<file path="src/source/lag_max_settings.svh">
`ifndef LAG_MAX_SETTINGS_SVH
`define LAG_MAX_SETTINGS_SVH

// Sample memory holds 2**LM_ADDR_W words
`define LM_ADDR_W	8
`define LM_DATA_W	16
`define LM_ACC_W	32
`define LM_LAG_W	16

// Word address, top bit selects the register bank
`define LM_WB_ADR_W	9
`define LM_REG_OFF_W	3

// Register offsets inside the bank
`define LM_REG_CTRL	3'd0
`define LM_REG_STATUS	3'd1
`define LM_REG_BASE	3'd2
`define LM_REG_FRAME	3'd3
`define LM_REG_LAG_MIN	3'd4
`define LM_REG_LAG_MAX	3'd5
`define LM_REG_COR	3'd6
`define LM_REG_LAG	3'd7

`endif

</file>
<file path="src/source/lag_max_pkg.sv">
`default_nettype none
`include "lag_max_settings.svh"

package lag_max_pkg;

	// Q15 sample and Q31 accumulator
	typedef logic signed [`LM_DATA_W-1:0] word16_t;
	typedef logic signed [`LM_ACC_W-1:0] word32_t;

	typedef logic [`LM_ADDR_W-1:0] mem_addr_t;

	// Search configuration, written by the host
	typedef struct packed {
		mem_addr_t base;
		logic [`LM_LAG_W-1:0] frame_len;
		logic [`LM_LAG_W-1:0] lag_min;
		logic [`LM_LAG_W-1:0] lag_max;
	} lag_cfg_t;

	// Best correlation and the lag it came from
	typedef struct packed {
		word32_t cor_max;
		logic [`LM_LAG_W-1:0] p_max;
	} lag_result_t;

	typedef enum logic [2:0] {
		idle,
		lag_setup,
		accumulate,
		drain,
		compare,
		finish
	} lm_state_t;

endpackage

`default_nettype wire

</file>
<file path="src/source/scratch_mem.sv">
`timescale 1ns/1ps
`default_nettype none

// Sample scratch memory
// One write port, one registered read port
module scratch_mem
	import lag_max_pkg::*;
(
	input  logic      clk,
	input  logic      we,
	input  mem_addr_t waddr,
	input  word16_t   wdata,
	input  mem_addr_t raddr,
	output word16_t   rdata
);

	localparam int depth = 2 ** $bits(mem_addr_t);

	word16_t mem [depth];

	// Write side
	always_ff @(posedge clk)
	begin
		if (we)
			mem[waddr] <= wdata;
	end

	// Read data one cycle after the address
	always_ff @(posedge clk)
	begin
		rdata <= mem[raddr];
	end

endmodule

`default_nettype wire

</file>
<file path="config.mk">
export PLATFORM = sky130hd
export DESIGN_NAME = scratch_mem
export DESIGN_NICKNAME = d
export VERILOG_FILES = /design/src/source/lag_max_pkg.sv /design/src/source/scratch_mem.sv
export VERILOG_INCLUDE_DIRS = /design/src /design/src/source
export SDC_FILE = /design/constraint.sdc
export NUM_CORES = 2
export LEC_CHECK = 0
export BUFFER_PORTS_ARGS = -buffer_cell sky130_fd_sc_hd__buf_2
export CAP_MARGIN = 25
export CORE_UTILIZATION = 55
export CTS_CLUSTER_SIZE = 10
export DETAILED_ROUTE_END_ITERATION = 8
export PLACE_DENSITY = 0.8
export SETUP_SLACK_MARGIN = 0.5
export SYNTH_ARGS = -nofsm -noshare
export SYNTH_HDL_FRONTEND = slang
export SYNTH_SLANG_ARGS = --single-unit
</file>
<file path="constraint.sdc">
create_clock -name clk -period 8.45 [get_ports clk]
set_clock_uncertainty 0.1 [all_clocks]
set_input_delay 1.2675 -clock clk [delete_from_list [all_inputs] [get_ports clk]]
set_output_delay 1.2675 -clock clk [all_outputs]
set_load 0.03 [all_outputs]
</file>
# == Word level (Yosys, flattened, before mapping) ==
# Memories as Yosys holds them, arrays and structs flattened. A register that Yosys moved wholly into a read port is not among the register bits.
# Cells that the tools add are included.
# Widths: inputs -> output; s select.
# word_totals
register_bits,0
ram_bits,4096
inputBits,34
out_inout_bits,16
n_memories,1
# op_classes
muxes,2
# mem_list
memory,depth,word_bits,rd,rd_clocked_by_memory_dff,write_ports,line,source
mem,256,16,1,1,1,scratch_mem.sv:19,word16_t mem [depth];
# op_table
cell,n
$mux 1,2

# == Longest topological paths before layout ==
# depth
ltp_word,2
depth_mapped,12
ltp_nobuf,6

# == Least setup slack after synthesis ==
# No wires, ideal clock.
# synth_path
path_kind,input -> register
startpoint,input waddr[3]
endpoint,"memory mem[235][0] in the netlist's numbering, enable pin"
setup_time_ns,0.388
arrival_ns,3.044
required_ns,7.962
slack_ns,4.917
cell_stages,6
n_path_buf,3
path_cell_list,clkbuf_1 > nor2b_1 > clkbuf_1 > nand4_1 > clkbuf_1 > nor2_1
# synth_lines
item,line,source
from (decl),scratch_mem.sv:11,"input mem_addr_t waddr,"
to (decl),scratch_mem.sv:19,
# Straight into the memory's write port.

==> out/qor.csv <==
metric;value;unit
critical path endpoint category;register;
global route overflow;0;
initial antenna violation count;24;
chip height;539.2;µm
synthesized cell area;158700;µm²
leading area contributor after synthesis;edfxtp_1;
Post-synth top cells;edfxtp_1 (4,096), mux4_2 (797), mux2i_1 (565);
Layout area overhead;11.59;%
Setup crit start kind;primary input;
RSZ-0062 raised after global routing;false;
WHS Path Cells;1;
WS Path Type;in2reg;
Clk pin slew, worst setup/hold paths;0.06;ns
via density per instance;7.101;
pin count of the biggest net entering global routing;167;
CTS H-tree lvls;5;
Static Leak;0.05606;µW
Slew Limit Fails;0;
post-route cell area;177100;µm²
Synth area leaders;edfxtp_1 (77%), mux4_2 (11%), mux2i_1 (3.6%), o221ai_1 (1.4%), nor2_1 (0.72%);
synthesized instance count;7360;
most common cell in the netlist;edfxtp_1;
Setup Fix Bufs, Post-CTS;0;
HPWL Detailed;232000;µm
Placer Congestion;0.9089;
fin nets;7858;
syn avg cell area;21.56;µm²
number of synthesized flops with an enable pin;4096;
GRT Util Overall;29.46;%
DRC;0;
Worst Path Max Fanout;83;
via count;82760;
VDD IR max;0.2067;mV
period utilization;59.49;%
DRT Pass-1 Iters;8;
Distinct cells, synth;52;
worst-skew pair later-pin latency;0.97;ns
number of global-route vias before repair;83610;
IO Port Bufs;49;
die width;539.2;µm
worst-margin pin slew;1.212;ns
setup tns final;0;ns
fin worst setup slack;3.423;ns
core box area;285900;µm²
TritonCTS Buffers;454;
layout cells sized above 1;23.95;%
Reg2Reg Depth;6;
YS warnings;0;
sequential area share after synthesis;77.70;%
drt initial violations;14190;
pwr dens;234.9;nW/µm²
CTS tree;yes;
ANT nets after route;0;
PostCTS Resize Cnt;0;
ys flop type;edfxtp_1;
final count of hold timing violations;0;
area post-placement;164800;µm²
Slew headroom;18.96;%
max-cap violation count;0;
ys async rst share;0;%
status;finished, final reports clean;
Hold Worst Slack;0.6897;ns
syn_nets;7394;
Row Count;196;
CTS sink count;4112;
post-synth top area share;77.50;%
initial core utilization;55.51;%
Total Wirelength;430700;µm
CTS max path bufs;4;
Fmax;0.1989;GHz
WP data arrival;5.68;ns
Critical Path RT;9.11;ns
first-pass GRT wire length;608900;µm
final setup fails;0;
hold buffer count at CTS;0;
Clock Tree Root;clkbuf_16;
crit path time final;5.027;ns
pre-CTS setup slack;2.440;ns
Die Area;290700;µm²
# IOs;50;
Hold WC Path Type;in2reg;
Yosys reg bits;4112;
WL/cell;36.96;µm
[worst paths after layout]
| check | slack, ns | endpoint | startpoint |
|---|---|---|---|
| max | 3.42 | rdata[15] | raddr[0] |
| min | 0.69 | mem[151][7] | wdata[7] |
| max reg2reg | 4.98 | rdata[14] | mem[0][14] |
| min reg2reg | 0.97 | rdata[8] | mem[249][8] |
[kinds of logic (layout without fill, tap and decap cells)]
group	after synthesis	in the layout	share of synthesized area [%]
AOI/OAI and AO/OA	786	786	3.537
buffers and inverters	456	975	1.693
DFF	4112	4112	77.70
muxes	1450	1450	15.50
other	0	14	0
and+or+nand+nor	556	556	1.574
[placed cells by master (no fill, tap or decap), types with 43 or more instances in the layout]
master	count
o221ai_1	252
mux2_2	88
clkbuf_16	458
nor3_1	89
nor2_1	271
mux4_2	797
edfxtp_1	4096
o22ai_1	148
buf_4	341
mux2i_1	565
a22oi_1	43
a21oi_1	175
[stage by stage]
step	utilization, %	total power (µW)	std cells
floorplan	-	24070	7360
global placement	57.51	24890	11080
detailed placement	57.64	24950	11110
CTS	61.81	41600	11620
global route	61.93	42420	11650
finish	61.94	41610	11660
[cell type report]
| type | instances | area [µm²] |
|---|---|---|
| clock buffers | 489 | 11580 |
| flip-flops and latches | 4112 | 123300 |
| diodes | 14 | 35.03 |
| well taps | 3762 | 4707 |
| repair buffers | 460 | 4192 |
| multi-input cells | 2792 | 32900 |
| fillers | 17810 | 108800 |
| clock inverters | 22 | 352.8 |
| inverters | 4 | 27.53 |
[registers in the layout, indices dropped and copies added (netlist names)]
register  count
rdata        16
mem        4096
[power breakdown]
part / total [µW] / leakage [µW] / internal [µW] / switching, µW
sequential: 22500 / 0.0369 / 22500 / 42.9
clock: 17000 / 0.00583 / 9550 / 7430
combinational: 2080 / 0.0133 / 684 / 1400
total: 41600 / 0.0561 / 32700 / 8870
[routing by layer]
layer / share of wire, % / routed length (µm) / global-route usage (%) / up-vias
li1: - / - / - / 31900
met1: 32 / 137800 / 37.34 / 41970
met2: 47 / 203600 / 45.99 / 7408
met3: 14 / 58290 / 7.339 / 1472
met4: 7.2 / 30930 / 18.47 / 20
met5: 0.036 / 156 / 0 / -
[critical path, cell delays in order]
cell	delay, ns
buf_12	0.50
buf_12	0.46
buf_4	0.47
mux4_2	0.55
mux2_2	0.28
a22oi_1	0.48
nand2_1	0.20
o32ai_1	0.99
nor4_1	0.18
Note: power is estimated with default switching activity, not from simulation.
