### src/source/lag_max_settings.svh
`ifndef LAG_MAX_SETTINGS_SVH
`define LAG_MAX_SETTINGS_SVH

// Sample memory holds 2**LM_ADDR_W words
`define LM_ADDR_W	8
`define LM_DATA_W	16
`define LM_ACC_W	32
`define LM_LAG_W	16

// Word address, top bit selects the register bank
`define LM_WB_ADR_W	9
`define LM_REG_OFF_W	3

// Register offsets inside the bank
`define LM_REG_CTRL	3'd0
`define LM_REG_STATUS	3'd1
`define LM_REG_BASE	3'd2
`define LM_REG_FRAME	3'd3
`define LM_REG_LAG_MIN	3'd4
`define LM_REG_LAG_MAX	3'd5
`define LM_REG_COR	3'd6
`define LM_REG_LAG	3'd7

`endif

### src/source/lag_max_pkg.sv
`default_nettype none
`include "lag_max_settings.svh"

package lag_max_pkg;

	// Q15 sample and Q31 accumulator
	typedef logic signed [`LM_DATA_W-1:0] word16_t;
	typedef logic signed [`LM_ACC_W-1:0] word32_t;

	typedef logic [`LM_ADDR_W-1:0] mem_addr_t;

	// Search configuration, written by the host
	typedef struct packed {
		mem_addr_t base;
		logic [`LM_LAG_W-1:0] frame_len;
		logic [`LM_LAG_W-1:0] lag_min;
		logic [`LM_LAG_W-1:0] lag_max;
	} lag_cfg_t;

	// Best correlation and the lag it came from
	typedef struct packed {
		word32_t cor_max;
		logic [`LM_LAG_W-1:0] p_max;
	} lag_result_t;

	typedef enum logic [2:0] {
		idle,
		lag_setup,
		accumulate,
		drain,
		compare,
		finish
	} lm_state_t;

endpackage

`default_nettype wire

### src/source/wb_host_port.sv
`timescale 1ns/1ps
`include "lag_max_settings.svh"
`default_nettype none

// Wishbone classic slave, register bank and memory access
module wb_host_port
	import lag_max_pkg::*;
(
	input  logic                    clk,
	input  logic                    rst_n,
	input  logic                    wb_cyc,
	input  logic                    wb_stb,
	input  logic                    wb_we,
	input  logic [`LM_WB_ADR_W-1:0] wb_adr,
	input  logic [31:0]             wb_dat_w,
	output logic [31:0]             wb_dat_r,
	output logic                    wb_ack,
	input  logic                    busy,
	input  logic                    done,
	input  lag_result_t             result,
	output lag_cfg_t                cfg,
	output logic                    start,
	output logic                    mem_we,
	output mem_addr_t               mem_waddr,
	output word16_t                 mem_wdata,
	output mem_addr_t               host_raddr,
	input  word16_t                 mem_rdata
);

	logic req;
	logic sel_reg;
	logic reg_wr;
	logic [`LM_REG_OFF_W-1:0] reg_off;
	logic done_flag;
	logic [31:0] reg_rdata;

	// Captured in the request cycle, used in the ack cycle
	logic [31:0] reg_rdata_q;
	logic rd_reg_q;
	logic rd_mem_ok_q;

	////////////////////
	// Decode
	assign req = wb_cyc && wb_stb && !wb_ack;
	assign sel_reg = wb_adr[`LM_WB_ADR_W-1];
	assign reg_off = wb_adr[`LM_REG_OFF_W-1:0];
	assign reg_wr = req && wb_we && sel_reg;

	// Memory belongs to the search while busy
	assign mem_we = req && wb_we && !sel_reg && !busy;
	assign mem_waddr = wb_adr[`LM_ADDR_W-1:0];
	assign mem_wdata = wb_dat_w[`LM_DATA_W-1:0];
	assign host_raddr = wb_adr[`LM_ADDR_W-1:0];

	////////////////////
	// Registers
	always_ff @(posedge clk or negedge rst_n)
	begin
		if (!rst_n)
		begin
			wb_ack <= 1'b0;
			start <= 1'b0;
			done_flag <= 1'b0;
			cfg <= '0;
		end
		else
		begin
			wb_ack <= req;
			start <= 1'b0;
			if (done)
				done_flag <= 1'b1;
			if (reg_wr)
			begin
				case (reg_off)
					`LM_REG_CTRL:
					begin
						// A start while busy is dropped
						if (wb_dat_w[0] && !busy)
						begin
							start <= 1'b1;
							done_flag <= 1'b0;
						end
					end
					`LM_REG_BASE:    cfg.base <= wb_dat_w[`LM_ADDR_W-1:0];
					`LM_REG_FRAME:   cfg.frame_len <= wb_dat_w[`LM_LAG_W-1:0];
					`LM_REG_LAG_MIN: cfg.lag_min <= wb_dat_w[`LM_LAG_W-1:0];
					`LM_REG_LAG_MAX: cfg.lag_max <= wb_dat_w[`LM_LAG_W-1:0];
					default:         ;
				endcase
			end
		end
	end

	////////////////////
	// Read path
	always_comb
	begin
		case (reg_off)
			`LM_REG_STATUS:  reg_rdata = {30'd0, done_flag, busy};
			`LM_REG_BASE:    reg_rdata = 32'(cfg.base);
			`LM_REG_FRAME:   reg_rdata = 32'(cfg.frame_len);
			`LM_REG_LAG_MIN: reg_rdata = 32'(cfg.lag_min);
			`LM_REG_LAG_MAX: reg_rdata = 32'(cfg.lag_max);
			`LM_REG_COR:     reg_rdata = result.cor_max;
			`LM_REG_LAG:     reg_rdata = 32'(result.p_max);
			default:         reg_rdata = '0;
		endcase
	end

	always_ff @(posedge clk)
	begin
		if (req)
		begin
			reg_rdata_q <= reg_rdata;
			rd_reg_q <= sel_reg;
			rd_mem_ok_q <= !busy;
		end
	end

	// Memory data arrives with ack, sign-extended
	assign wb_dat_r = rd_reg_q ? reg_rdata_q : (rd_mem_ok_q ? 32'(mem_rdata) : 32'd0);

endmodule

`default_nettype wire
### config.mk
export PLATFORM = sky130hd
export DESIGN_NAME = wb_host_port
export DESIGN_NICKNAME = d
export VERILOG_FILES = /design/src/source/lag_max_pkg.sv /design/src/source/wb_host_port.sv
export VERILOG_INCLUDE_DIRS = /design/src /design/src/source
export SDC_FILE = /design/constraint.sdc
export NUM_CORES = 1
export LEC_CHECK = 0
export ABC_AREA = 1
export BUFFER_PORTS_ARGS = -buffer_cell sky130_fd_sc_hd__clkbuf_2
export CAP_MARGIN = 25
export CORE_MARGIN = 3
export CORE_UTILIZATION = 35
export CTS_CLUSTER_SIZE = 8
export DETAILED_ROUTE_END_ITERATION = 10
export PLACE_DENSITY_LB_ADDON = 0.1
export SETUP_SLACK_MARGIN = 0.05
export SLEW_MARGIN = 0
export SYNTH_ARGS = -nofsm -noshare
export SYNTH_HDL_FRONTEND = slang
export SYNTH_SLANG_ARGS = --single-unit
### constraint.sdc
create_clock -name clk -period 2.45 [get_ports clk]
set_clock_uncertainty 0.2 [all_clocks]
set_input_delay 0.3675 -clock clk [delete_from_list [all_inputs] [get_ports clk]]
set_output_delay 0.3675 -clock clk [all_outputs]
set_load 0.05 [all_outputs]
* Yosys cells after proc, flatten, opt, wreduce, memory -nomap -nowiden *
Cells that the tools add are included.

word-level totals
  output and inout bits = 123
  input bits = 112
  register bits after elaboration = 93

operators by class
  reduce and logical (&&, ||, !) cells = 15
  eq/ne operators = 7
  mux-type cells = 10

operator list
  operator            count
  $pmux 32 s7         1
  $mux 32             2
  $eq 3x3->1 const B  4
  $reduce_and 2->1    4
  $logic_and 1x1->1   7
  $mux 1              7
  $eq 3x2->1 const B  2
  $eq 3x1->1 const B  1
  $logic_not 1->1     3
  $logic_not 3->1     1

* Depth between registers and ports, before layout *
  depth in word-level cells = 5
  gate-level depth with buffers = 9
  gate-level depth less buffers = 7

* Least setup slack after synthesis *
Ideal clock, no wire load.

  path type = flip-flop to output port
  start = register wb_ack
  end = output port mem_we
  stages on the path, launching flop included = 4
  data arrival time = 1.829 ns
  path slack = 0.054 ns
  cells stage by stage = dfrtp_1 inv_1 nand4_1 nor3_1

on the way
  word-level cells in the longest chain between the ends = 5

RTL lines
  what                            line                source
  start, declared                 wb_host_port.sv:17  output logic wb_ack,
  start signal, assigned          wb_host_port.sv:68  wb_ack <= req;
  $logic_not 1->1                 wb_host_port.sv:44  assign req = wb_cyc && wb_stb && !wb_ack;
  $logic_and 1x1->1               wb_host_port.sv:44
  $logic_and 1x1->1 (3 in a row)  wb_host_port.sv:50  assign mem_we = req && wb_we && !sel_reg && !busy;
  end, declared                   wb_host_port.sv:23  output logic mem_we,

No other way between the ends.

* Worst setup path in the final report *
  start = register rd_reg_q
  end = output port wb_dat_r[19]

on the way
  word-level cells in the longest chain between the ends = 1

RTL lines
  what                    line                 source
  start, declared         wb_host_port.sv:39   logic rd_reg_q;
  start signal, assigned  wb_host_port.sv:115  rd_reg_q <= sel_reg;
  $mux 32                 wb_host_port.sv:121  assign wb_dat_r = rd_reg_q ? reg_rdata_q : (rd_mem_ok_q ? 32'(mem_rdata) : 32'd0);
  end, declared           wb_host_port.sv:16   output logic [31:0] wb_dat_r,

No other way between the ends.

==> reports/results.txt <==
Worst-path clk slew = 60 ps
Starting Density = 0.359
Distinct cells, synth = 21
Most common cell after layout, fill and taps aside = nand2_1
Clk buf depth = 2
Design area = 6300 um^2
Hold WS = 79.7 ps
Full die area = 15800 um^2
Antenna Violating Nets Remaining = 0
DR pass1 iterations = 5
F_max = 0.467 GHz
Compound-Gate Fraction of Synth Area = 0.0170
Ranking of synthesized cells by area = dfrtp_1, edfxtp_1, nand2_1
Total Routing Usage GR = 0.198
Worst Max-Slew Pin Slew = 472 ps
Fin crit period = 2140 ps
Top cell type's share of synthesized area = 0.295
Sequential area share after synthesis = 0.499
Cell accounting for the most synthesized area = dfrtp_1
Multi-input logic area = 1870 um^2
Crit Path Max Fanout = 17
Cts bufs inserted = 9
# placed instances = 985
Worst path slowest cell = edfxtp_1
Fin. Hold Viols = 0
1st-iter DRT viols = 348
Min-delay worst type = in2reg
Wire per inst = 15.8 um
Syn Nets = 761
Asr flop ratio synth = 0.634
CP Capture Type = output port
Final wirelength = 15900 um
Req. time, crit path = 1880 ps
Antenna violations before repair = 0
Gpl congestion = 0.847
Most frequent cells in the layout = nand2_1, clkbuf_2, nand3_1
Finish-stage setup viols = 0
Mux share of post-synthesis cell area = 0
Final period utilization = 0.873
Unrepaired setup endpoints after global routing = no
Post-Synth Adder-Cell Area = 0
Post-synth top flop = dfrtp_1
Syn. warnings = 0
CP Class = reg2out
Largest net degree at the start of global routing = 57
Max-slew violations = 0
Peak VDD IR = 0.000332 V
Setup crit start kind = register
Post-synthesis xor/xnor area fraction = 0
Total grt overflow = 0
Max cap viols = 0
Worst path max stage delay = 390 ps
Outcome = finished clean
Std-Cell Rows = 43
Flops & latches, synth = 93
Static Leak = 3.63 nW
Storage element area = 2500 um^2
Critical Path, Cell by Cell = clkinv_1 > nand3_2 > nand2_1 > clkbuf_2
CTS tree = done
Fillers = 1451
Synthesis-to-finish area growth = 26.0%
Hpwl dp = 11900 um
Via count = 4794
First-pass GRT wire length = 24700 um
Final cell count without fillers = 1002
Drt via density = 4.78
Placed cell area = 6000 um^2
DRC viols = 0
Post-Synthesis Cells = 649
Htree depth = 3
Syn_area_per_cell = 7.70 um^2
Fin Setup TNS = 0 ps
Relative slew slack = 0.686
Clk sinks = 93
Worst skew pair latency = 330 ps
Chip height = 126 um
Largest family of logic cells by synthesized area = simple AND/OR/NAND/NOR gates
I/O Pins = 235
Core box area = 13900 um^2
Number of synthesized flops with an enable pin = 34
Clk root buf = clkbuf_16
Final core utilization = 0.452
Diodes inserted = 0
Dpl ws = 273 ps
Power density over cell area = 691 nW/um^2
Pwr Total = 4.35 mW
Nets = 929
Arrival @ worst endpoint = 1570 ps
Synth Cell Area = 5000 um^2
Simple-gate share of the synthesized area = 0.354
Vias in the first global route = 4512
Final WS setup = 310 ps
PortBufs = 203
Layout cells sized above 1 = 0.307
Chip Width = 126 um
[final cells by class]
| type | instances | area share |
|---|---|---|
| Clock buffer | 15 | 0.0447 |
| Clock inverter | 1 | 0.000795 |
| Inverter | 60 | 0.0358 |
| Multi-Input combinational cell | 430 | 0.297 |
| Sequential cell | 93 | 0.397 |
| Tap cell | 180 | 0.0358 |
| Timing Repair Buffer | 223 | 0.190 |
[synth_stat cells, types with 6 or more instances]
master / count
a21oi_1: 10
buf_2: 18
buf_4: 38
clkbuf_1: 8
dfrtp_1: 59
edfxtp_1: 34
inv_1: 53
inv_2: 6
nand2_1: 244
nand3_1: 89
nand4_1: 21
nor2_1: 50
o21ai_0: 7
[flip-flops by register name (all words and copies together), names as in the netlist]
| signal | cells |
|---|---|
| rd_mem_ok_q | 1 |
| cfg | 56 |
| done_flag | 1 |
| rd_reg_q | 1 |
| start | 1 |
| reg_rdata_q | 32 |
| wb_ack | 1 |
[final timing paths]
kind	start	end	slack, ps	cells past startpoint
max	rd_reg_q$_DFFE_PN_	wb_dat_r[19]	310	4
min	done	done_flag$_DFF_PN0_	80	3
max reg2reg	wb_ack$_DFF_PN0_	cfg[14]$_DFFE_PN0P_	590	6
min reg2reg	cfg[29]$_DFFE_PN0P_	cfg[29]$_DFFE_PN0P_	300	2
max in group asynchronous	rst_n	cfg[43]$_DFFE_PN0P_	1040	3
min in group asynchronous	rst_n	cfg[51]$_DFFE_PN0P_	310	2
[critical path: cells and delay by family (launching register included)]
kind / cells / cell delay [ps]
and+or+nand+nor: 2 / 470
buffers and inverters: 2 / 390
DFF: 1 / 390
[repair_timing]
item | in CTS | in global routing
resized for setup | 1 | 0
endpoints found under the hold margin | 15 | 0
buffers inserted | 0 | 0
hold buffers | 1 | 0
endpoints found under the setup margin | 1 | 0
[kinds of logic (layout without fill, tap and decap cells)]
kind of cell,count (synthesis),count (layout)
compound gates,17,17
buf+inv,126,299
flops,93,93
simple gates,413,413
[metal layers]
layer | global-route usage | part of all wire | vias up
li1 | - | - | 2367
met1 | 0.290 | 0.46 | 2214
met2 | 0.298 | 0.46 | 192
met3 | 0.0342 | 0.067 | 21
met4 | 0.0663 | 0.015 | 0
met5 | 0 | 0 | -
[power by group]
group | total [mW] | internal, mW | switching [mW]
Sequential | 1.86 | 1.75 | 0.104
Combinational | 1.16 | 0.258 | 0.904
Clock | 1.34 | 0.783 | 0.553
Total | 4.35 | 2.79 | 1.56
Power figures use the tool's default switching activity.
