File: src/source/lag_max_settings.svh
`ifndef LAG_MAX_SETTINGS_SVH
`define LAG_MAX_SETTINGS_SVH

// Sample memory holds 2**LM_ADDR_W words
`define LM_ADDR_W	8
`define LM_DATA_W	16
`define LM_ACC_W	32
`define LM_LAG_W	16

// Word address, top bit selects the register bank
`define LM_WB_ADR_W	9
`define LM_REG_OFF_W	3

// Register offsets inside the bank
`define LM_REG_CTRL	3'd0
`define LM_REG_STATUS	3'd1
`define LM_REG_BASE	3'd2
`define LM_REG_FRAME	3'd3
`define LM_REG_LAG_MIN	3'd4
`define LM_REG_LAG_MAX	3'd5
`define LM_REG_COR	3'd6
`define LM_REG_LAG	3'd7

`endif

File: src/source/lag_max_pkg.sv
`default_nettype none
`include "lag_max_settings.svh"

package lag_max_pkg;

	// Q15 sample and Q31 accumulator
	typedef logic signed [`LM_DATA_W-1:0] word16_t;
	typedef logic signed [`LM_ACC_W-1:0] word32_t;

	typedef logic [`LM_ADDR_W-1:0] mem_addr_t;

	// Search configuration, written by the host
	typedef struct packed {
		mem_addr_t base;
		logic [`LM_LAG_W-1:0] frame_len;
		logic [`LM_LAG_W-1:0] lag_min;
		logic [`LM_LAG_W-1:0] lag_max;
	} lag_cfg_t;

	// Best correlation and the lag it came from
	typedef struct packed {
		word32_t cor_max;
		logic [`LM_LAG_W-1:0] p_max;
	} lag_result_t;

	typedef enum logic [2:0] {
		idle,
		lag_setup,
		accumulate,
		drain,
		compare,
		finish
	} lm_state_t;

endpackage

`default_nettype wire

File: src/source/frac_mac.sv
`timescale 1ns/1ps
`default_nettype none

// L_mac style operation, sum = acc + 2*a*b with saturation
module frac_mac
	import lag_max_pkg::*;
(
	input  word32_t acc,
	input  word16_t a,
	input  word16_t b,
	output word32_t sum
);

	localparam word16_t word16_min = 16'sh8000;
	localparam word32_t word32_max = 32'sh7fff_ffff;
	localparam word32_t word32_min = 32'sh8000_0000;

	word32_t product;
	word32_t product_x2;
	logic signed [32:0] sum_wide;

	////////////////////
	// Fractional multiply
	always_comb
	begin
		product = a * b;
		// -1 * -1 is the only product that overflows Q31
		if (a == word16_min && b == word16_min)
			product_x2 = word32_max;
		else
			product_x2 = product <<< 1;
	end

	////////////////////
	// Saturating add
	always_comb
	begin
		sum_wide = {acc[31], acc} + {product_x2[31], product_x2};
		if (sum_wide[32] != sum_wide[31])
			sum = sum_wide[32] ? word32_min : word32_max;
		else
			sum = sum_wide[31:0];
	end

endmodule

`default_nettype wire

File: src/source/lag_search.sv
`timescale 1ns/1ps
`include "lag_max_settings.svh"
`default_nettype none

// Open-loop pitch search over lags lag_max down to lag_min
module lag_search
	import lag_max_pkg::*;
(
	input  logic        clk,
	input  logic        rst_n,
	input  logic        start,
	input  lag_cfg_t    cfg,
	output mem_addr_t   rd_addr,
	input  word16_t     rd_data,
	output mem_addr_t   lag_addr,
	input  word16_t     lag_data,
	output logic        busy,
	output logic        done,
	output lag_result_t result
);

	localparam word32_t cor_floor = 32'sh8000_0000;

	lm_state_t state;

	logic [`LM_LAG_W-1:0] cur_lag;
	logic [`LM_LAG_W-1:0] j_cnt;
	logic drain_last;
	logic last_lag;

	// Pipeline valid flags, one per stage
	logic rd_valid;
	logic mac_valid;

	word16_t cur_q;
	word16_t lag_q;
	word32_t acc;
	word32_t mac_sum;

	lag_result_t best_q;
	lag_result_t best_next;

	////////////////////
	// Addresses
	// x[base+j] and x[base+j-t], wrapping modulo the depth
	assign rd_addr = cfg.base + mem_addr_t'(j_cnt);
	assign lag_addr = cfg.base + mem_addr_t'(j_cnt) - mem_addr_t'(cur_lag);

	assign busy = (state != idle);
	assign done = (state == finish);
	assign last_lag = (cur_lag <= cfg.lag_min);

	////////////////////
	// MAC stage
	frac_mac mac_i (
		.acc (acc),
		.a   (cur_q),
		.b   (lag_q),
		.sum (mac_sum)
	);

	// Sample pair lands here one cycle after its address
	always_ff @(posedge clk)
	begin
		if (rd_valid)
		begin
			cur_q <= rd_data;
			lag_q <= lag_data;
		end
	end

	// Greater or equal, so a tie moves to the smaller lag
	always_comb
	begin
		best_next = best_q;
		if (acc >= best_q.cor_max)
		begin
			best_next.cor_max = acc;
			best_next.p_max = cur_lag;
		end
	end

	////////////////////
	// Control FSM
	always_ff @(posedge clk or negedge rst_n)
	begin
		if (!rst_n)
		begin
			state <= idle;
			cur_lag <= '0;
			j_cnt <= '0;
			drain_last <= 1'b0;
			rd_valid <= 1'b0;
			mac_valid <= 1'b0;
			acc <= '0;
			best_q <= '0;
			result <= '0;
		end
		else
		begin
			rd_valid <= (state == accumulate);
			mac_valid <= rd_valid;
			if (mac_valid)
				acc <= mac_sum;

			case (state)
				idle:
				begin
					if (start)
					begin
						cur_lag <= cfg.lag_max;
						best_q.cor_max <= cor_floor;
						best_q.p_max <= '0;
						state <= lag_setup;
					end
				end

				lag_setup:
				begin
					j_cnt <= '0;
					acc <= '0;
					drain_last <= 1'b0;
					// Empty frame skips straight to the drain
					if (cfg.frame_len == '0)
						state <= drain;
					else
						state <= accumulate;
				end

				accumulate:
				begin
					j_cnt <= j_cnt + 1'b1;
					if (j_cnt == cfg.frame_len - 1'b1)
						state <= drain;
				end

				// Two cycles, last pair goes through read then MAC
				drain:
				begin
					drain_last <= 1'b1;
					if (drain_last)
						state <= compare;
				end

				compare:
				begin
					best_q <= best_next;
					if (last_lag)
					begin
						result <= best_next;
						state <= finish;
					end
					else
					begin
						cur_lag <= cur_lag - 1'b1;
						state <= lag_setup;
					end
				end

				finish:
					state <= idle;

				default:
					state <= idle;
			endcase
		end
	end

endmodule

`default_nettype wire

File: config.mk
export PLATFORM = sky130hd
export DESIGN_NAME = lag_search
export DESIGN_NICKNAME = d
export VERILOG_FILES = /design/src/source/lag_max_pkg.sv /design/src/source/frac_mac.sv /design/src/source/lag_search.sv
export VERILOG_INCLUDE_DIRS = /design/src /design/src/source
export SDC_FILE = /design/constraint.sdc
export NUM_CORES = 1
export LEC_CHECK = 0
export ABC_AREA = 1
export ABC_CLOCK_PERIOD_IN_PS = 7100
export BUFFER_PORTS_ARGS = -buffer_cell sky130_fd_sc_hd__buf_2
export CAP_MARGIN = 10
export CORE_MARGIN = 2
export CORE_UTILIZATION = 31
export CTS_CLUSTER_SIZE = 30
export DETAILED_ROUTE_END_ITERATION = 6
export PLACE_DENSITY_LB_ADDON = 0.1
export SLEW_MARGIN = 10
export SYNTH_ARGS = -nofsm -noshare
export SYNTH_HDL_FRONTEND = slang
export SYNTH_HIERARCHICAL = 1
export SYNTH_SLANG_ARGS = --single-unit
File: constraint.sdc
create_clock -name clk -period 7.1 [get_ports clk]
set_clock_uncertainty 0.05 [all_clocks]
set_input_delay 1.065 -clock clk [delete_from_list [all_inputs] [get_ports clk]]
set_output_delay 1.065 -clock clk [all_outputs]
set_load 0.01 [all_outputs]
### After elaboration in Yosys (flattened, before gate mapping)

Cells that the tools add are included.

* add/sub/neg operators: 6
* multipliers: 1
* magnitude comparators: 2
* equal/unequal tests: 13
* mux-type cells: 19
* reduce and logical (&&, ||, !) cells: 12

Operators with widths (count)
* $mux 32: 5
* $mux 48: 2
* $pmux 48 s2: 1
* $pmux 16 s2: 2
* $add 32x32->33: 1
* $eq 16x16->1 const B: 2
* $ge 32x32->1: 1
* $mux 16: 2
* $sub 16x1->16 const B: 2
* $mul 16x16->31: 1
* $add 16x1->16 const B: 1
* $eq 16x16->1: 1
* $le 16x16->1: 1
* $logic_not 16->1: 1
* $pmux 3 s5: 1
* $mux 3: 4
* $add 8x8->8: 1
* $reduce_bool 2->1: 4
* $sub 8x8->8: 1
* $eq 3x2->1 const B: 2
* $eq 3x3->1 const B: 2
* $ne 2x2->1 const B: 3
* $reduce_and 3->1: 2
* $reduce_and 2->1: 2
* 8 further kinds: 8

* register bits after elaboration: 198
* bits of input ports: 91
* logic and storage cells: 66

### Longest topological paths before layout

Gate-level depths: netlist (run 1).

* depth in word-level cells: 8
* depth in mapped cells: 44

### Modules after synthesis

Netlist (run 1), hierarchy kept.

By module, submodules not included
* frac_mac: instances 1, cells each 1988, area an instance 13266.5 µm², sequential area each 0.0 µm²
* lag_search: instances 1, cells each 1425, area an instance 11243.3 µm², sequential area each 5114.9 µm²

### Worst setup path after synthesis (run 1)

OpenSTA, ideal clock, no wires.

* path type: register to register
* start point: reg lag_q[3]
* end point: reg acc[1]
* data arrival time: 7124 ps
* data required time: 6931 ps
* path slack: -194 ps
* cell stages (with the launch flop): 36
* period minus slack after synthesis: 7294 ps
* cell sequence: edfxtp_1 > clkbuf_1 > clkbuf_1 > nand2_1 > inv_1 > fa_1 > inv_1 > fa_1 > inv_1 > fa_1 > inv_1 > fa_1 > inv_1 > fa_1 > inv_1 > fa_1 > inv_1 > ha_1 > nand2_1 > nor3_1 > nand2_1 > or2_2 > nand4_1 > nand3_1 > ha_1 > inv_1 > o21bai_1 > nor2_1 > nand2_1 > a21oi_1 > nand3_1 > nand4_1 > buf_2 > nand2_1 > a31oi_1 > inv_1

* word-level cells in the longest chain between the ends: 8

RTL lines
* start: declaration: RTL line lag_search.sv:36 `word16_t lag_q;`
* start signal: assignment: RTL line lag_search.sv:68 `lag_q <= lag_data;`
* branches (longest 2 deep; another with $mul 16x16->31)
* $mux 32 (*): RTL line frac_mac.sv:28 `if (a == word16_min && b == word16_min)`
* $add 32x32->33 (*): RTL line frac_mac.sv:38 `sum_wide = {acc[31], acc} + {product_x2[31], product_x2};`
* $mux 32 or $ne 1x1->1 (tied branches): RTL line frac_mac.sv:40, frac_mac.sv:39
* $mux 32 (*): RTL line frac_mac.sv:39 `if (sum_wide[32] != sum_wide[31])`
* named net mac_sum[1]: RTL line lag_search.sv:38 `word32_t mac_sum;`
* $mux 32 (*): RTL line lag_search.sv:103 `if (mac_valid)`
* $mux 32 (*): RTL line lag_search.sv:106 `case (state)`
* end signal: assignment: RTL line lag_search.sv:104 `acc <= mac_sum;`
* end: declaration: RTL line lag_search.sv:37 `word32_t acc;`

Mark *: on every way through the listed nets, which the timed path passes. The select of a mux whose other input is x is not followed.
A chain may end at the register's enable or synchronous reset.

### Worst setup path in the final report (run 1)

* start point: reg lag_q[6]
* end point: reg acc[3]

Same word-level chain as after synthesis.

==> summary.md, run 1 <==
| Metric | Value |
|---|---|
| Dpl cells | 4809 |
| Asr flop ratio synth | a little over four fifths |
| Main synth FF type | dfrtp_1 |
| Synthesis warning total | 6 |
| Skew-Pair Late Insertion Delay | 0.52 ns |
| Crit path kind | flop to flop |
| Initial antenna violation count | 1 |
| Clock tree buffer depth | 2 |
| Violations in the final reports | DRC, setup timing |
| Reg2reg path depth | 38 |
| Post-DR vias/cell | approximately 4.6 |
| DRT iter0 DRCs | 1143 |
| Total GRT Usage | 19.98% |
| Post-synth EDFFs | 32 |
| I/O pin cnt | 157 |
| Reg-to-reg slack, setup | -0.23 ns |
| Post-DR wirelength/cell | 16.19 um |
| Top cells by area, synth | fa_1 (21%), dfrtp_1 (17%), nand2_1 (14%) |
| Worst-path clk slew | roughly 0.10 ns |
| Initial Utilization | 31.18% |
| Vias in the first global route | 23111 |
| Worst-Margin Slew | 1.008 ns |
| Tcrit/Tclk final | 103.3% |
| Fin worst setup slack | -0.2330 ns |
| GRT overflow | 0 |
| Final Max Tran Viols | 0 |
| Slew Limit Headroom | around a third |
| Fmax | 0.1364 GHz |
| CP max FO | 10 |
| Min Hold Slack | 0.4280 ns |
| Residual DRC count | 4 |
| Status | finished, violations left |
| Crit path top cell by count | inv_1 |
| Post-synth top area share | 21.15% |
| Pin count of the biggest net entering global routing | 167 |
| HP Class | flop to flop |
| RR Startpoint | lag_q[6] |
| Post-route ant nets | 0 |
| Post-route minimum period | 7.333 ns |
| Slowest CP cell | fa_1 |
| Number of synthesized register bits | 198 |
| Final Hold Fails | 0 |
| Fin cells | 4863 |
| Final nets | 4328 |
| Critical path arrival | around 7.7 ns |
| Buf+Inv Stages, Crit Path | 12 |
| Die width | 285.2 um |
| Hold depth | 2 |
| Synthesized Nets | 3941 |
| Layout cells sized above 1 | 19.43% |
| TritonCTS Buffers | 17 |
| Site Rows | 103 |
| Global-route wire length before repair | 127500 um |
| Post-layout util | 39.04% |
| Number of diodes | 0 |
| Hold endpoint | result[9] |
| Crit Reg-Reg Endpoint | acc[3] |
| Syn_area_per_cell | 7.181 um^2 |
| Data required time at the worst endpoint | ~7.4 ns |
| Chip height | 285.2 um |
| Full die area | 81330 um^2 |
| Pre-antenna DRT Iters | 7 |
| Post-Route WL | approximately 79000 um |
| Leading area contributor after synthesis | fa_1 |
| Synthesized area | 24510 um^2 |
| Crit path launch type | flop |
| Crit. End Element | flop |
| Area grow syn2layout | 25.22% |
| CTS root buf | clkbuf_16 |
| Worst path top cell family by delay | adder cells |
| Clk sinks | 198 |
| Slowest stage delay, CP | between 0.5 and 0.6 ns |
| DR vias | 22210 |
| Dpl hpwl | 63550 um |
| CTS tree | done |
| Max_cap viols | 0 |
| GP Congestion | 0.8757 |
| RSZ-0062 raised after global routing | yes |
| Library cells used by synthesis | 46 |
| Setup violators final | 32 |
| Sequential share of the synthesized area | a little over a fifth |
| Hold Startpoint | result[9] |
| CORE AREA | 78610 um^2 |
| H-tree depth | 4 |
| Buffers on Ports | ~160 |
| Synthesized instance count | approximately 3400 |
-- timing repair --
item                       in CTS  in global routing
setup endpoints to repair      32                 32
hold buffers                    0                  0
cloned                          2                  1
buffers inserted               12                  7
pin swaps                      55                 41
hold endpoints to repair        0                  0
gates resized for setup       157                 70
-- stage by stage --
stage	area (um^2)	setup WS, ns	setup TNS [ns]
finish	30690	-0.2330	-6.225
detailed placement	28870	-0.6075	-18.35
floorplan	24600	0.007748	0
global route	30690	-0.6248	-17.75
global placement	28870	-0.6742	-20.65
CTS	30310	-0.2316	-6.405
-- area by class of cell --
cell class / count / area (um^2)
fillers: 8419 / 47920
multi-input cells: 2280 / 16840
flip-flops and latches: 198 / 5116
repair buffers: 499 / 3791
inverters: 804 / 3022
well taps: 1050 / 1314
clock buffers: 18 / 439.2
clock inverters: 14 / 168.9
-- registers in the layout, summed over array words and instances, names as in the netlist --
signal / flops
lag_q: 16
rd_valid: 1
best_q: 48
cur_lag: 16
j_cnt: 16
acc: 32
cur_q: 16
drain_last: 1
state: 3
mac_valid: 1
result: 48
-- cells in the mapped netlist (all sizes together) (2+ instances only) --
master	number
a21o	5
a21oi	113
a31o	5
a31oi	35
and3	3
buf	38
clkbuf	93
dfrtp	166
edfxtp	32
fa	259
ha	178
inv	804
mux2i	2
nand2	919
nand3	202
nand3b	3
nand4	87
nor2	208
nor3	18
nor4	10
o211ai	4
o21a	6
o21ai	128
o21bai	9
o22ai	5
o31ai	2
or2	12
xnor2	23
xor2	38
-- cells by family after synthesis --
family                     after synthesis  synth area share [%]
adders and majority gates              437                 30.24
DFF                                    198                 20.87
and+or+nand+nor                       1464                 24.93
muxes                                    2               0.08168
xor gates and xnor gates                61                 2.180
AOI/OAI and AO/OA                      316                 7.075
buffers and inverters                  935                 14.62
-- tightest hold or removal path, stage by stage (launching register included) --
cell and delay (ns):
dfrtp_1 0.35, nand2_1 0.05, nand2_1 0.05
-- worst max path at each step --
stage / cells after the start / from / endpoint / slack (ns)
6_report: 38 / lag_q[6] / acc[3] / -0.23
5_1_grt: 36 / cur_q[15] / acc[5] / -0.62
4_1_cts: 35 / lag_q[3] / acc[3] / -0.23
3_5_place_dp: 33 / cur_q[7] / acc[9] / -0.61
3_3_place_gp: 32 / lag_q[15] / acc[30] / -0.67
2_1_floorplan: 38 / lag_q[3] / acc[1] / 0.008
-- layout by cell type, fill, tap and decap left out, types with 81 or more instances in the layout --
cell type	count
a21oi_1	81
buf_2	155
buf_4	304
dfrtp_1	165
fa_1	254
ha_1	141
inv_1	793
nand2_1	880
nand3_1	186
nand4_1	87
nor2_1	175
o21ai_0	86
-- metal layers --
metal	vias to the layer above	global-route usage, %	wire length (um)
met5	-	0	13
met4	2	4.437	1367
met3	59	3.112	3262
met2	378	32.96	36660
met1	10601	27.56	37440
li1	11170	-	-
Power of run 1 is not shown: default switching activity piles up to over one toggle a cycle in this logic, so the estimate is an artifact.
==> inputs of run 2 (changes only) <==
- ABC_AREA: 1 -> 0
==> summary.md, run 2 <==
| Metric | Value |
|---|---|
| Most frequent cells in the layout | inv_1 (392), fa_1 (250), buf_4 (249) |
| Final Max Tran Viols | 0 (unchanged) |
| Pre-antenna DRT Iters | 5 (-2) |
| Slowest stage delay, CP | 0.60 ns (+0.03 ns) |
| Chip height | 274.7 um (-3.7%) |
| CTS tree | done |
| Post-synth top area share | 22.83% (+1.7 points) |
| Sequential share of the synthesized area | 22.52% (+1.7 points) |
| Skew-Pair Late Insertion Delay | 0.50 ns (-0.02 ns) |
| Die width | 274.7 um (-3.7%) |
| Main synth FF type | dfrtp_1 |
| Final nets | 3383 (-22%) |
| RR Startpoint | cur_q[5] |
| Final Hold Fails | 0 (unchanged) |
| Initial antenna violation count | 1 (unchanged) |
| Buffers on Ports | 156 (unchanged) |
| Crit path top cell by count | fa_1 |
| Area grow syn2layout | 22.33% |
| Synthesis warning total | 6 (unchanged) |
| Commonest non-fill, non-tap cell in the layout | inv_1 |
| RSZ-0062 raised after global routing | yes |
| Violations in the final reports | setup timing |
| I/O pin cnt | 157 (unchanged) |
| Data required time at the worst endpoint | 7.47 ns (+0.04 ns) |
| Post-DR vias/cell | 4.899 (+7.3%) |
| H-tree depth | 4 (unchanged) |
| Worst-path clk slew | 0.10 ns (about the same) |
| Global-route wire length before repair | 108300 um (-15%) |
| Synthesized instance count | 2519 (-26%) |
| Worst path top cell family by delay | adder cells |
| CTS root buf | clkbuf_16 |
| Full die area | 75450 um^2 (-7.2%) |
| Buf+Inv Stages, Crit Path | 8 (-4) |
| Post-route minimum period | 8.117 ns (+0.7838 ns) |
| Asr flop ratio synth | 83.84% (unchanged) |
| Synthesized area | 22710 um^2 (-7.3%) |
| Max_cap viols | 0 (unchanged) |
| Layout cells sized above 1 | 21.72% (+2.3 points) |
| HP Class | flop to flop |
| Slew Limit Headroom | 30.14% (-2.7 points) |
| Clk sinks | 198 (unchanged) |
| Hold Startpoint | j_cnt[15] |
| Setup violators final | 32 (unchanged) |
| Post-DR wirelength/cell | 17.10 um (+5.6%) |
| Post-layout util | 38.21% (-0.83 points) |
| Count leader, synth | inv_1 |
| DR vias | 18747 (-16%) |
| Worst-Margin Slew | 1.048 ns (+0.03989 ns) |
| CORE AREA | 72710 um^2 (-7.5%) |
| Number of synthesized register bits | 198 (unchanged) |
| Post-synth top cells | inv_1 (406), fa_1 (259), nand2_1 (211), ha_1 (178), dfrtp_1 (166) |
| DRT iter0 DRCs | 955 (-16%) |
| GP Congestion | 0.8284 (-5.4%) |
| Number of diodes | 0 (unchanged) |
| Critical path arrival | 8.49 ns (+0.83 ns) |
| Dpl hpwl | 51140 um (-20%) |
| Initial Utilization | 31.24% (+0.060 points) |
| Pin count of the biggest net entering global routing | 87 (-48%) |
| Library cells used by synthesis | 88 (+91%) |
| Status | finished, violations left |
| Top flop regs | best_q: 48 flops, result: 48 flops, acc: 32 flops |
| Fin worst setup slack | -1.017 ns (-0.7838 ns) |
| Crit path kind | flop to flop |
| CP max FO | 7 (-3) |
| Leading area contributor after synthesis | fa_1 |
| Post-Route WL | 65460 um (-17%) |
| Post-synth EDFFs | 32 (unchanged) |
| Synthesized Nets | 3047 (-23%) |
| Worst setup path start | cur_q[5] |
| Post-route ant nets | 0 (unchanged) |
| TritonCTS Buffers | 17 (unchanged) |
| Tcrit/Tclk final | 114.3% (+11 points) |
| Clock tree buffer depth | 2 (unchanged) |
| Fmax | 0.1232 GHz (-9.7%) |
| Syn_area_per_cell | 9.017 um^2 (+26%) |
| Crit path launch type | flop |
| Residual DRC count | 0 (-4) |
| Total GRT Usage | 18.24% (-1.7 points) |
| Vias in the first global route | 20118 (-13%) |
| GRT overflow | 0 (unchanged) |
| Top cells by area, synth | fa_1 (23%), dfrtp_1 (18%), ha_1 (9.8%) |
| Site Rows | 99 (-3.9%) |
| Slowest CP cell | fa_2 |
| Crit. End Element | flop |
## run 2: changes by cell type in the layout (fill, tap and decap cells not counted), moves of 40 or more
| cell | previous run | this run |
|---|---|---|
| a21o_1 | 5 | 45 |
| and2_1 | 1 | 124 |
| buf_4 | 304 | 249 |
| inv_1 | 793 | 392 |
| mux2i_1 | 2 | 48 |
| nand2_1 | 880 | 205 |
| nand3_1 | 186 | 81 |
| nand4_1 | 87 | 15 |
| o211ai_1 | 4 | 47 |
## run 2: kinds of logic after synthesis
group / Yosys count / synth area share (%)
AOI/OAI and AO/OA: 500 / 14.57
xor gates and xnor gates: 90 / 3.471
adders and majority gates: 439 / 32.72
buffers and inverters: 527 / 8.990
DFF: 198 / 22.52
muxes: 52 / 2.308
and+or+nand+nor: 713 / 15.42
## run 2: stage by stage
stage	hold WS [ns]	std cells	setup TNS, ns	cell area, um^2	setup slack (ns)
floorplan	0.4223	2519	-14.88	23160	-0.5224
global placement	0.4625	3770	-28.28	26700	-0.9196
detailed placement	0.4674	3770	-30.51	26700	-1.004
CTS	0.4824	3809	-28.67	27440	-0.9393
global route	0.5095	3827	-42.56	27780	-1.427
finish	0.4808	3827	-28.96	27780	-1.017
## run 2: cell type report
cell class / count / area, um^2
repair buffers: 437 / 3211
clock buffers: 17 / 425.4
inverters: 407 / 1534
fillers: 7471 / 44930
flip-flops and latches: 198 / 5117
multi-input cells: 1794 / 16120
well taps: 959 / 1200
clock inverters: 15 / 175.2
## run 2: worst paths after layout
kind                         endpoint  slack [ns]  cells after the start
max in group asynchronous  cur_lag[7]        5.16                      2
max                           acc[20]       -1.02                     36
min reg2reg                 j_cnt[15]        0.48                      1
min in group asynchronous  result[24]        0.49                      1
min                         j_cnt[15]        0.48                      1
max reg2reg                   acc[20]       -1.02                     36
## run 2: layer usage
| metal | up-vias | global-route usage, % | part of all wire (%) |
|---|---|---|---|
| li1 | 9015 | - | - |
| met2 | 264 | 31.47 | 50 |
| met5 | - | 0 | 0 |
| met3 | 55 | 1.877 | 2.6 |
| met4 | 0 | 4.848 | 1.9 |
| met1 | 9413 | 24.32 | 46 |
## run 2: what timing repair did
action / CTS / global route
endpoints found under the hold margin: 0 / 0
setup endpoints to repair: 32 / 32
resized for setup: 24 / 45
pin swaps: 15 / 49
hold buffers: 0 / 0
buffers inserted: 7 / 16
gates cloned: 0 / 2
Power of run 2 is left out for the same reason.
